$ cat src/hw/fx3_settings.svh
`ifndef FX3_SETTINGS_SVH
`define FX3_SETTINGS_SVH

// slave fifo data bus width in bits
`define FX3_DATA_W 16

// words moved per loop
`define FX3_BURST_LEN 32

// loop fifo depth, must hold at least one burst
`define FX3_FIFO_DEPTH 32

// fx3 cycles from a sampled slrd to valid data on the bus
`define FX3_RD_LAT 2

// idle cycles between the end of stream out and stream in
`define FX3_TURNAROUND 10

`endif

$ cat src/hw/fx3_pkg.sv
`default_nettype none

`include "fx3_settings.svh"

package fx3_pkg;

    // one slave fifo bus word
    typedef logic [`FX3_DATA_W-1:0] fx3_word_t;

    // master modes
    typedef enum logic [1:0] {
        mode_idle       = 2'd0,
        mode_stream_out = 2'd1,
        mode_turnaround = 2'd2,
        mode_stream_in  = 2'd3
    } fx3_mode_e;

    // socket address on A1/A0
    typedef enum logic [1:0] {
        addr_stream_in  = 2'd0,
        addr_parked     = 2'd2,
        addr_stream_out = 2'd3
    } fx3_addr_e;

    // led status code
    typedef enum logic [7:0] {
        status_idle       = 8'd0,
        status_stream_out = 8'd1,
        status_turnaround = 8'd2,
        status_stream_in  = 8'd3
    } fx3_status_t;

endpackage

`default_nettype wire

$ cat src/hw/fx3_bus_if.sv
`timescale 1ns/1ps
`default_nettype none

interface fx3_bus_if;

    // strobes toward the fx3, active low, before the pin registers
    logic slcs_n;
    logic slrd_n;
    logic sloe_n;
    logic slwr_n;

    fx3_pkg::fx3_addr_e addr;
    fx3_pkg::fx3_word_t wdata;

    // registered copies of the pins
    fx3_pkg::fx3_word_t rdata;
    logic flaga;
    logic flagb;
    logic flagc;
    logic flagd;

    modport engine (
        output slcs_n, slrd_n, sloe_n, slwr_n, addr, wdata,
        input  rdata, flaga, flagb, flagc, flagd
    );

    modport pin (
        input  slcs_n, slrd_n, sloe_n, slwr_n, addr, wdata,
        output rdata, flaga, flagb, flagc, flagd
    );

endinterface

`default_nettype wire

$ cat src/hw/fx3_pin_io.sv
`timescale 1ns/1ps
`default_nettype none

module fx3_pin_io (
    input  logic               usb_clk,
    input  logic               reset_,
    input  logic               flaga_i,
    input  logic               flagb_i,
    input  logic               flagc_i,
    input  logic               flagd_i,
    input  fx3_pkg::fx3_word_t data_i,
    output logic               slcs_n_o,
    output logic               slrd_n_o,
    output logic               sloe_n_o,
    output logic               slwr_n_o,
    output fx3_pkg::fx3_addr_e addr_o,
    output fx3_pkg::fx3_word_t data_o,
    output logic               data_oe_o,
    fx3_bus_if.pin             bus
);

    // flags sampled once at the pins
    always_ff @(posedge usb_clk or negedge reset_) begin
        if (!reset_) begin
            bus.flaga <= 1'b0;
            bus.flagb <= 1'b0;
            bus.flagc <= 1'b0;
            bus.flagd <= 1'b0;
        end else begin
            bus.flaga <= flaga_i;
            bus.flagb <= flagb_i;
            bus.flagc <= flagc_i;
            bus.flagd <= flagd_i;
        end
    end

    // strobes idle high, address parked
    always_ff @(posedge usb_clk or negedge reset_) begin
        if (!reset_) begin
            slcs_n_o <= 1'b1;
            slrd_n_o <= 1'b1;
            sloe_n_o <= 1'b1;
            slwr_n_o <= 1'b1;
            addr_o   <= fx3_pkg::addr_parked;
        end else begin
            slcs_n_o <= bus.slcs_n;
            slrd_n_o <= bus.slrd_n;
            sloe_n_o <= bus.sloe_n;
            slwr_n_o <= bus.slwr_n;
            addr_o   <= bus.addr;
        end
    end

    always_ff @(posedge usb_clk) begin
        bus.rdata <= data_i;
        data_o    <= bus.wdata;
    end

    // drive the bus only in a write cycle
    assign data_oe_o = ~slwr_n_o;

    // read and write engines never overlap on the pins
    a_no_rd_wr_overlap: assert property (
        @(posedge usb_clk) disable iff (!reset_) slrd_n_o || slwr_n_o
    );

endmodule

`default_nettype wire

$ cat src/hw/fx3_mode_fsm.sv
`timescale 1ns/1ps
`default_nettype none

`include "fx3_settings.svh"

module fx3_mode_fsm (
    input  logic                 usb_clk,
    input  logic                 reset_,
    input  logic                 fifo_empty_i,
    input  logic                 read_done_i,
    input  logic                 write_done_i,
    output logic                 start_read_o,
    output logic                 start_write_o,
    output fx3_pkg::fx3_status_t led_o,
    fx3_bus_if.engine            bus
);

    localparam int TURN_W = $clog2(`FX3_TURNAROUND + 1);

    fx3_pkg::fx3_mode_e   mode;
    fx3_pkg::fx3_mode_e   mode_nxt;
    fx3_pkg::fx3_status_t status;
    logic [TURN_W-1:0]    turn_cnt;

    always_comb begin
        mode_nxt = mode;
        case (mode)
            fx3_pkg::mode_idle: begin
                // full packet waiting and nothing left from the last loop
                if (bus.flagc && bus.flagd && fifo_empty_i) begin
                    mode_nxt = fx3_pkg::mode_stream_out;
                end
            end
            fx3_pkg::mode_stream_out: begin
                if (read_done_i) begin
                    mode_nxt = fx3_pkg::mode_turnaround;
                end
            end
            fx3_pkg::mode_turnaround: begin
                if (turn_cnt == '0) begin
                    mode_nxt = fx3_pkg::mode_stream_in;
                end
            end
            fx3_pkg::mode_stream_in: begin
                if (write_done_i) begin
                    mode_nxt = fx3_pkg::mode_idle;
                end
            end
            default: mode_nxt = fx3_pkg::mode_idle;
        endcase
    end

    // socket and status follow the mode
    always_comb begin
        case (mode)
            fx3_pkg::mode_stream_out: begin
                bus.addr = fx3_pkg::addr_stream_out;
                status   = fx3_pkg::status_stream_out;
            end
            fx3_pkg::mode_turnaround: begin
                bus.addr = fx3_pkg::addr_parked;
                status   = fx3_pkg::status_turnaround;
            end
            fx3_pkg::mode_stream_in: begin
                bus.addr = fx3_pkg::addr_stream_in;
                status   = fx3_pkg::status_stream_in;
            end
            default: begin
                bus.addr = fx3_pkg::addr_parked;
                status   = fx3_pkg::status_idle;
            end
        endcase
    end

    assign bus.slcs_n = (mode == fx3_pkg::mode_idle);

    always_ff @(posedge usb_clk or negedge reset_) begin
        if (!reset_) begin
            mode          <= fx3_pkg::mode_idle;
            turn_cnt      <= '0;
            start_read_o  <= 1'b0;
            start_write_o <= 1'b0;
            led_o         <= fx3_pkg::status_idle;
        end else begin
            mode          <= mode_nxt;
            start_read_o  <= (mode == fx3_pkg::mode_idle) &&
                             (mode_nxt == fx3_pkg::mode_stream_out);
            start_write_o <= (mode == fx3_pkg::mode_turnaround) &&
                             (mode_nxt == fx3_pkg::mode_stream_in);
            led_o         <= status;
            // count the gap down from entry, leave at zero
            if (mode == fx3_pkg::mode_stream_out && read_done_i) begin
                turn_cnt <= TURN_W'(`FX3_TURNAROUND - 1);
            end else if (turn_cnt != '0) begin
                turn_cnt <= turn_cnt - 1'b1;
            end
        end
    end

    // the read burst must have landed before writing back
    a_write_needs_data: assert property (
        @(posedge usb_clk) disable iff (!reset_) start_write_o |-> !fifo_empty_i
    );

endmodule

`default_nettype wire

$ cat src/hw/fx3_stream_out.sv
`timescale 1ns/1ps
`default_nettype none

`include "fx3_settings.svh"

module fx3_stream_out (
    input  logic               usb_clk,
    input  logic               reset_,
    input  logic               start_read_i,
    output logic               push_o,
    output fx3_pkg::fx3_word_t push_data_o,
    output logic               read_done_o,
    fx3_bus_if.engine          bus
);

    // pin out, fx3 latency, pin in
    localparam int DLY   = `FX3_RD_LAT + 2;
    localparam int CNT_W = $clog2(`FX3_BURST_LEN + 1);

    logic             rd_active;
    logic [CNT_W-1:0] rd_cnt;
    logic [CNT_W-1:0] push_cnt;
    logic [DLY-1:0]   rd_pipe;

    assign bus.slrd_n = ~rd_active;
    assign bus.sloe_n = ~rd_active;

    always_ff @(posedge usb_clk or negedge reset_) begin
        if (!reset_) begin
            rd_active <= 1'b0;
            rd_cnt    <= '0;
        end else if (start_read_i) begin
            rd_active <= 1'b1;
            rd_cnt    <= '0;
        end else if (rd_active) begin
            rd_cnt <= rd_cnt + 1'b1;
            if (rd_cnt == CNT_W'(`FX3_BURST_LEN - 1)) begin
                rd_active <= 1'b0;
            end
        end
    end

    // one bit per read strobe still in flight
    always_ff @(posedge usb_clk or negedge reset_) begin
        if (!reset_) begin
            rd_pipe <= '0;
        end else begin
            rd_pipe <= {rd_pipe[DLY-2:0], rd_active};
        end
    end

    assign push_o      = rd_pipe[DLY-1];
    assign push_data_o = bus.rdata;

    always_ff @(posedge usb_clk or negedge reset_) begin
        if (!reset_) begin
            push_cnt    <= '0;
            read_done_o <= 1'b0;
        end else begin
            read_done_o <= push_o && (push_cnt == CNT_W'(`FX3_BURST_LEN - 1));
            if (start_read_i) begin
                push_cnt <= '0;
            end else if (push_o) begin
                push_cnt <= push_cnt + 1'b1;
            end
        end
    end

endmodule

`default_nettype wire

$ cat src/hw/fx3_stream_in.sv
`timescale 1ns/1ps
`default_nettype none

`include "fx3_settings.svh"

module fx3_stream_in (
    input  logic               usb_clk,
    input  logic               reset_,
    input  logic               start_write_i,
    input  fx3_pkg::fx3_word_t pop_data_i,
    output logic               pop_o,
    output logic               write_done_o,
    fx3_bus_if.engine          bus
);

    localparam int CNT_W = $clog2(`FX3_BURST_LEN + 1);

    // armed waits for flagb, active moves words
    logic             armed;
    logic             active;
    logic [CNT_W-1:0] wr_cnt;

    // flaga low holds the write off
    assign pop_o      = active & bus.flaga;
    assign bus.slwr_n = ~pop_o;
    assign bus.wdata  = pop_data_i;

    always_ff @(posedge usb_clk or negedge reset_) begin
        if (!reset_) begin
            armed        <= 1'b0;
            active       <= 1'b0;
            wr_cnt       <= '0;
            write_done_o <= 1'b0;
        end else begin
            write_done_o <= 1'b0;
            if (start_write_i) begin
                armed  <= 1'b1;
                wr_cnt <= '0;
            end else if (armed && bus.flagb) begin
                armed  <= 1'b0;
                active <= 1'b1;
            end
            if (pop_o) begin
                wr_cnt <= wr_cnt + 1'b1;
                if (wr_cnt == CNT_W'(`FX3_BURST_LEN - 1)) begin
                    active       <= 1'b0;
                    write_done_o <= 1'b1;
                end
            end
        end
    end

endmodule

`default_nettype wire

$ cat src/hw/loop_fifo.sv
`timescale 1ns/1ps
`default_nettype none

`include "fx3_settings.svh"

module loop_fifo #(
    parameter int DEPTH = `FX3_FIFO_DEPTH
) (
    input  logic               usb_clk,
    input  logic               reset_,
    input  logic               push_i,
    input  fx3_pkg::fx3_word_t push_data_i,
    input  logic               pop_i,
    output fx3_pkg::fx3_word_t pop_data_o,
    output logic               empty_o,
    output logic               full_o
);

    localparam int AW = (DEPTH > 1) ? $clog2(DEPTH) : 1;

    fx3_pkg::fx3_word_t mem [DEPTH];
    logic [AW-1:0]      wr_ptr;
    logic [AW-1:0]      rd_ptr;
    logic [AW:0]        count;

    always_ff @(posedge usb_clk) begin
        if (push_i) begin
            mem[wr_ptr] <= push_data_i;
        end
    end

    always_ff @(posedge usb_clk or negedge reset_) begin
        if (!reset_) begin
            wr_ptr <= '0;
            rd_ptr <= '0;
            count  <= '0;
        end else begin
            // pointers wrap at depth, which need not be a power of two
            if (push_i) begin
                wr_ptr <= (wr_ptr == AW'(DEPTH - 1)) ? '0 : wr_ptr + 1'b1;
            end
            if (pop_i) begin
                rd_ptr <= (rd_ptr == AW'(DEPTH - 1)) ? '0 : rd_ptr + 1'b1;
            end
            count <= count + (AW+1)'(push_i) - (AW+1)'(pop_i);
        end
    end

    // show-ahead read
    assign pop_data_o = mem[rd_ptr];
    assign empty_o    = (count == '0);
    assign full_o     = (count == (AW+1)'(DEPTH));

    a_no_push_full: assert property (
        @(posedge usb_clk) disable iff (!reset_) push_i |-> !full_o
    );
    a_no_pop_empty: assert property (
        @(posedge usb_clk) disable iff (!reset_) pop_i |-> !empty_o
    );

endmodule

`default_nettype wire

$ cat src/hw/fx3_loopback_top.sv
`timescale 1ns/1ps
`default_nettype none

module fx3_loopback_top (
    input  logic                 usb_clk,
    input  logic                 reset_,
    input  logic                 flaga_i,
    input  logic                 flagb_i,
    input  logic                 flagc_i,
    input  logic                 flagd_i,
    input  fx3_pkg::fx3_word_t   data_i,
    output logic                 slcs_n_o,
    output logic                 slrd_n_o,
    output logic                 sloe_n_o,
    output logic                 slwr_n_o,
    output fx3_pkg::fx3_addr_e   addr_o,
    output fx3_pkg::fx3_word_t   data_o,
    output logic                 data_oe_o,
    output fx3_pkg::fx3_status_t led_o
);

    logic               start_read;
    logic               read_done;
    logic               start_write;
    logic               write_done;
    logic               push;
    logic               pop;
    logic               fifo_empty;
    fx3_pkg::fx3_word_t push_data;
    fx3_pkg::fx3_word_t pop_data;

    fx3_bus_if bus ();

    fx3_pin_io i_pin_io (
        .usb_clk   (usb_clk),
        .reset_    (reset_),
        .flaga_i   (flaga_i),
        .flagb_i   (flagb_i),
        .flagc_i   (flagc_i),
        .flagd_i   (flagd_i),
        .data_i    (data_i),
        .slcs_n_o  (slcs_n_o),
        .slrd_n_o  (slrd_n_o),
        .sloe_n_o  (sloe_n_o),
        .slwr_n_o  (slwr_n_o),
        .addr_o    (addr_o),
        .data_o    (data_o),
        .data_oe_o (data_oe_o),
        .bus       (bus.pin)
    );

    fx3_mode_fsm i_mode_fsm (
        .usb_clk       (usb_clk),
        .reset_        (reset_),
        .fifo_empty_i  (fifo_empty),
        .read_done_i   (read_done),
        .write_done_i  (write_done),
        .start_read_o  (start_read),
        .start_write_o (start_write),
        .led_o         (led_o),
        .bus           (bus.engine)
    );

    fx3_stream_out i_stream_out (
        .usb_clk      (usb_clk),
        .reset_       (reset_),
        .start_read_i (start_read),
        .push_o       (push),
        .push_data_o  (push_data),
        .read_done_o  (read_done),
        .bus          (bus.engine)
    );

    fx3_stream_in i_stream_in (
        .usb_clk       (usb_clk),
        .reset_        (reset_),
        .start_write_i (start_write),
        .pop_data_i    (pop_data),
        .pop_o         (pop),
        .write_done_o  (write_done),
        .bus           (bus.engine)
    );

    // full is only watched inside the fifo
    loop_fifo i_loop_fifo (
        .usb_clk     (usb_clk),
        .reset_      (reset_),
        .push_i      (push),
        .push_data_i (push_data),
        .pop_i       (pop),
        .pop_data_o  (pop_data),
        .empty_o     (fifo_empty),
        .full_o      ()
    );

endmodule

`default_nettype wire

$ cat config.mk
export PLATFORM = sky130hd
export DESIGN_NAME = fx3_loopback_top
export DESIGN_NICKNAME = d
export VERILOG_FILES = /design/src/hw/fx3_pkg.sv /design/src/hw/fx3_bus_if.sv /design/src/hw/fx3_pin_io.sv /design/src/hw/fx3_mode_fsm.sv /design/src/hw/fx3_stream_out.sv /design/src/hw/fx3_stream_in.sv /design/src/hw/loop_fifo.sv /design/src/hw/fx3_loopback_top.sv
export VERILOG_INCLUDE_DIRS = /design/src /design/src/hw
export SDC_FILE = /design/constraint.sdc
export NUM_CORES = 1
export LEC_CHECK = 0
export BUFFER_PORTS_ARGS = -buffer_cell sky130_fd_sc_hd__clkbuf_2
export CAP_MARGIN = 20
export CORE_MARGIN = 1.5
export CORE_UTILIZATION = 65
export DETAILED_ROUTE_END_ITERATION = 8
export PLACE_DENSITY = 0.82
export SYNTH_ARGS = -nofsm -noshare
export SYNTH_HDL_FRONTEND = slang
export SYNTH_SLANG_ARGS = --single-unit
$ cat constraint.sdc
create_clock -name usb_clk -period 5.3 [get_ports usb_clk]
set_clock_uncertainty 0.2 [all_clocks]
set_input_delay 0.53 -clock usb_clk [delete_from_list [all_inputs] [get_ports usb_clk]]
set_output_delay 0.53 -clock usb_clk [all_outputs]
set_load 0.005 [all_outputs]
Yosys cells after proc, flatten, opt, wreduce, memory -nomap -nowiden
Memories as Yosys holds them, arrays and structs flattened. A register that Yosys moved wholly into a read port is not among the register bits.
Index checks and enable logic that the tools add are counted.

word-level totals
  register bits = 78
  memories = 1
  memory bits (writable) = 512
  word-level logic and storage cells = 95
  output and inout bits = 31
  input port bits = 22

cells by class
  add/sub/neg operators = 8
  bitwise operators = 4
  reduce and logical (&&, ||, !) cells = 16
  mux-type cells = 30
  eq/ne operators = 10

memories
  memory           words  width  rd ports  clocked after memory_dff  wr ports  RTL line         RTL
  i_loop_fifo.mem  32     16     1         1                         1         loop_fifo.sv:21  fx3_pkg::fx3_word_t mem [DEPTH];

operators by type and width
  kind                                                                 count
  6-bit two-way mux                                                    6
  6-bit by 1-bit adder with 6-bit output (second input constant)       3
  6-bit by 5-bit == test with 1-bit output (second input constant)     3
  1-bit two-way mux                                                    13
  5-bit by 1-bit adder with 5-bit output (second input constant)       2
  5-bit == test (second input constant)                                2
  5-bit two-way mux                                                    2
  2-bit nonzero test                                                   5
  2-bit two-way mux                                                    4
  4-bit two-way mux                                                    2
  2-bit one-hot mux with 4 select lines                                1
  1-bit logical AND                                                    7
  6-bit by 1-bit adder with 6-bit output                               1
  2-bit == test (second input constant)                                3
  6-bit zero test                                                      1
  2-bit one-hot mux with 3 select lines                                1
  6-bit by 1-bit subtractor with 6-bit output                          1
  2-bit by 1-bit == test with 1-bit output (second input constant)     2
  4-bit zero test                                                      1
  2-bit one-hot mux with 2 select lines                                1
  4-bit nonzero test                                                   1
  4-bit by 1-bit subtractor with 4-bit output (second input constant)  1
  1-bit NOT                                                            3
  2-bit zero test                                                      1
  1-bit bitwise AND                                                    1

Longest topological paths before layout
  depth after elaboration = 6
  mapped depth = 11
  mapped depth without buffers = 10

Worst setup path after synthesis
No wires, ideal clock.

  path kind = register -> register
  start point = register i_stream_out.rd_pipe[3]
  end point = memory i_loop_fifo.mem[3][0] (netlist bit), enable pin
  required time = 4691 ps
  setup slack = 2553 ps
  arrival time = 2138 ps
  path buffers = 2
  clock period less this slack = 2747 ps
  cell stages (with the launch flop) = 5
  setup time = 409 ps
  path through = dfrtp_1 > buf_2 > buf_1 > nand3b_1 > nor3_1

between the ends
  cells in the longest elaborated chain, start to end = 2

RTL lines
  element                                  RTL line              RTL
  from (decl)                              fx3_stream_out.sv:23  logic [DLY-1:0] rd_pipe;
  from (signal assigned)                   fx3_stream_out.sv:48  rd_pipe <= {rd_pipe[DLY-2:0], rd_active};
  1-bit two-way mux                        loop_fifo.sv:27       if (push_i) begin
  1-bit two-way mux (not written as such)  loop_fifo.sv:28       mem[wr_ptr] <= push_data_i;
  to (decl)                                loop_fifo.sv:21

No other way between the ends.

==> run metrics <==
fin util=0.745; die area=about 37000 um^2; Primary FF master, synth=edfxtp_1; layout cells sized above 1=0.139; post-detail-place hpwl=between 20000 and 30000 um; Mapped Avg Cell Area=~17 um^2; Leakage=around 9 nW; Gate power share=0.176; Post-Route WL=approximately 50000 um; Worst VDD drop=0.481 mV; outcome=finished, final reports clean; core box area=35600 um^2; startpoint types=flip-flop; synth warn=0; overflow left after global routing=0; fin nets=around 1500; Resize count post-CTS=0; Via density=6.42; cts hold-fix bufs=21; Area Growth Syn to Fin=13.1%; # diodes=0; IO Port Bufs=between 40 and 50; type of the tightest min-delay check=flip-flop to flip-flop; Final Hold Fails=0; kind of end point of the critical path=flip-flop; number of cell rows=69; Critical Path RT=approximately 5.6 ns; post-synth cell types=55; Slew Limit Headroom=0.216; initial antenna violation count=0; Slew @ Worst Pin=between 1 and 1.5 ns; Setup TNS Final=0 ns; f_max=between 300 and 400 MHz; clock root cell=clkbuf_16; WP data arrival=3.11 ns; DRC Markers=0; cells after synthesis=roughly 1300; wire per inst=between 20 and 30 um; clk slew on worst S/H paths=approximately 0.060 ns; asr flop ratio synth=0.102; fin crit share=0.535; Setup CP Type=flip-flop to flip-flop; register bit total from synthesis=606; Die H=approximately 190 um; Starting Density=0.659; First DRT Iteration DRCs=between 1000 and 1500; vias=about 13000; Ports=53; Net Sw Frac=0.270; total power=about 0.012 W; chip width=~190 um; power share of the sequential group=0.495; Post-Synthesis Cell Area=23500 um^2; leading cell types in the layout, fill and taps excluded=edfxtp_1, mux2i_1, a22oi_1; first-pass GRT wire length=between 70000 and 80000 um; max cap viols=0; clock share of power=0.329; CTS tree=done; vias in the first global route=~12000; Slew Viols, Final=0; Post-CTS Setup Repair Bufs=0; minimum clock period=2.84 ns; switching power=about 0.0033 W; CTS Sinks=around 610; Clock Latency Late Sink=about 0.6 ns; P_int=a little under 0.009 W; TritonCTS Buffers=57; sequential element share of the synthesized area=0.749; EDFF count, synth=512; most common cell after layout, fill and taps aside=edfxtp_1; largest net degree at the start of global routing=between 90 and 100; RSZ-0062 raised after global routing=false; Max H-tree Level=2; remaining antenna violation count after routing=0; first-pass iteration count of the detailed router=7; gr usage total=0.273; CTS max path bufs=3; CP Max Fanout=20; # setup viols final=0; Placer Congestion=0.855; pwr/cell area=roughly 460 nW/um^2
routing by layer:
layer / vias to the layer above / wire length (um) / global-route usage
met5: - / 0 / 0
met4: 0 / 1650 / 0.110
li1: 5502 / - / -
met1: 6356 / 19500 / 0.371
met3: 96 / 4200 / 0.0438
met2: 614 / 24800 / 0.446
worst paths after layout:
check	slack [ns]	startpoint	endpoint	cells after the start
min	0.15	i_stream_out.rd_pipe[1]	i_stream_out.rd_pipe[2]	0
max in group asynchronous	3.88	reset_	i_loop_fifo.rd_ptr[0]	3
min reg2reg	0.15	i_stream_out.rd_pipe[1]	i_stream_out.rd_pipe[2]	0
min in group asynchronous	0.44	reset_	i_stream_out.rd_active	3
max	2.46	i_loop_fifo.rd_ptr[2]	i_pin_io.data_o[8]	4
max reg2reg	2.46	i_loop_fifo.rd_ptr[2]	i_pin_io.data_o[8]	4
logic make-up after synthesis:
logic type | Yosys count | share of synthesized area
XOR/XNOR | 15 | 0.00560
flip-flops | 606 | 0.749
adder cells (fa/ha/maj) | 19 | 0.0105
buffers and inverters | 100 | 0.0266
multiplexers | 263 | 0.112
AND/OR/NAND/NOR | 179 | 0.0449
other | 1 | 0.000160
AO/OA/AOI/OAI | 166 | 0.0506
sequential cells by signal (all words and copies together) (netlist names), 2 cells and up:
signal                 cells
i_loop_fifo.count          6
i_pin_io.bus.rdata        16
i_pin_io.data_o           16
i_stream_out.rd_cnt        6
i_stream_out.rd_pipe       4
i_mode_fsm.turn_cnt        4
i_mode_fsm.led_o           2
i_loop_fifo.mem          512
i_pin_io.addr_o            2
i_stream_in.wr_cnt         6
i_stream_out.push_cnt      6
i_loop_fifo.wr_ptr         5
i_mode_fsm.mode            2
i_loop_fifo.rd_ptr         5
power groups by stage:
| stage | Sequential, W | Combinational, W | Clock (W) |
|---|---|---|---|
| 2_1_floorplan | 0.00595 | 0.00167 | 0 |
| 3_3_place_gp | 0.00614 | 0.00200 | 0 |
| 3_5_place_dp | 0.00618 | 0.00206 | 0 |
| 4_1_cts | 0.00609 | 0.00209 | 0.00405 |
| 5_1_grt | 0.00611 | 0.00233 | 0.00423 |
| 6_report | 0.00606 | 0.00216 | 0.00403 |
cell usage after synthesis (3+ instances only):
library cell | n | area, um^2
buf_4 | 41 | 308
and4b_1 | 4 | 40.0
ha_1 | 18 | 225
a21oi_1 | 10 | 50.1
inv_1 | 19 | 71.3
buf_6 | 9 | 101
nor3b_1 | 3 | 22.5
nand4_1 | 37 | 231
buf_2 | 15 | 75.1
nand3_1 | 9 | 45.0
nand2b_1 | 4 | 25.0
and4bb_1 | 3 | 37.5
xor2_1 | 9 | 78.8
mux2_2 | 4 | 45.0
nand2_1 | 21 | 78.8
or3_1 | 4 | 25.0
dfstp_2 | 4 | 105
mux2i_1 | 259 | 2590
nor2b_1 | 3 | 18.8
nor3_1 | 13 | 65.1
edfxtp_1 | 512 | 15400
nor2_1 | 57 | 214
xnor2_1 | 6 | 52.6
a22oi_1 | 128 | 961
dfxtp_1 | 32 | 641
nand3b_1 | 3 | 22.5
o21ai_0 | 16 | 80.1
dfrtp_1 | 58 | 1450
nor4b_4 | 4 | 95.1
clkbuf_1 | 11 | 41.3
and3_1 | 3 | 18.8
clkbuf_2 | 3 | 15.0
per-stage QoR:
step	setup slack, ns	hold slack, ns	cell area, um^2	std cells
global placement	2.63	0.135	24100	1819
global route	2.34	0.156	26500	1958
CTS	2.50	0.153	26200	1946
floorplan	2.55	0.0344	23500	1354
detailed placement	2.52	0.139	24100	1819
finish	2.46	0.150	26500	1958
area by class of cell:
type / instances / area, um^2
sequential: 606 / 17600
fill: 2008 / 9050
multi-input combinational: 648 / 5360
clock buffer: 75 / 1550
timing repair buffer: 118 / 1080
tap: 461 / 577
clock inverter: 31 / 308
inverter: 19 / 71.3
critical path, cell delays in order (launching register included):
cell	delay [ns]
dfrtp_1	0.90
nor4b_4	1.01
a22oi_1	0.25
nand4_1	0.24
nor2_1	0.09
Power figures use the tool's default switching activity.
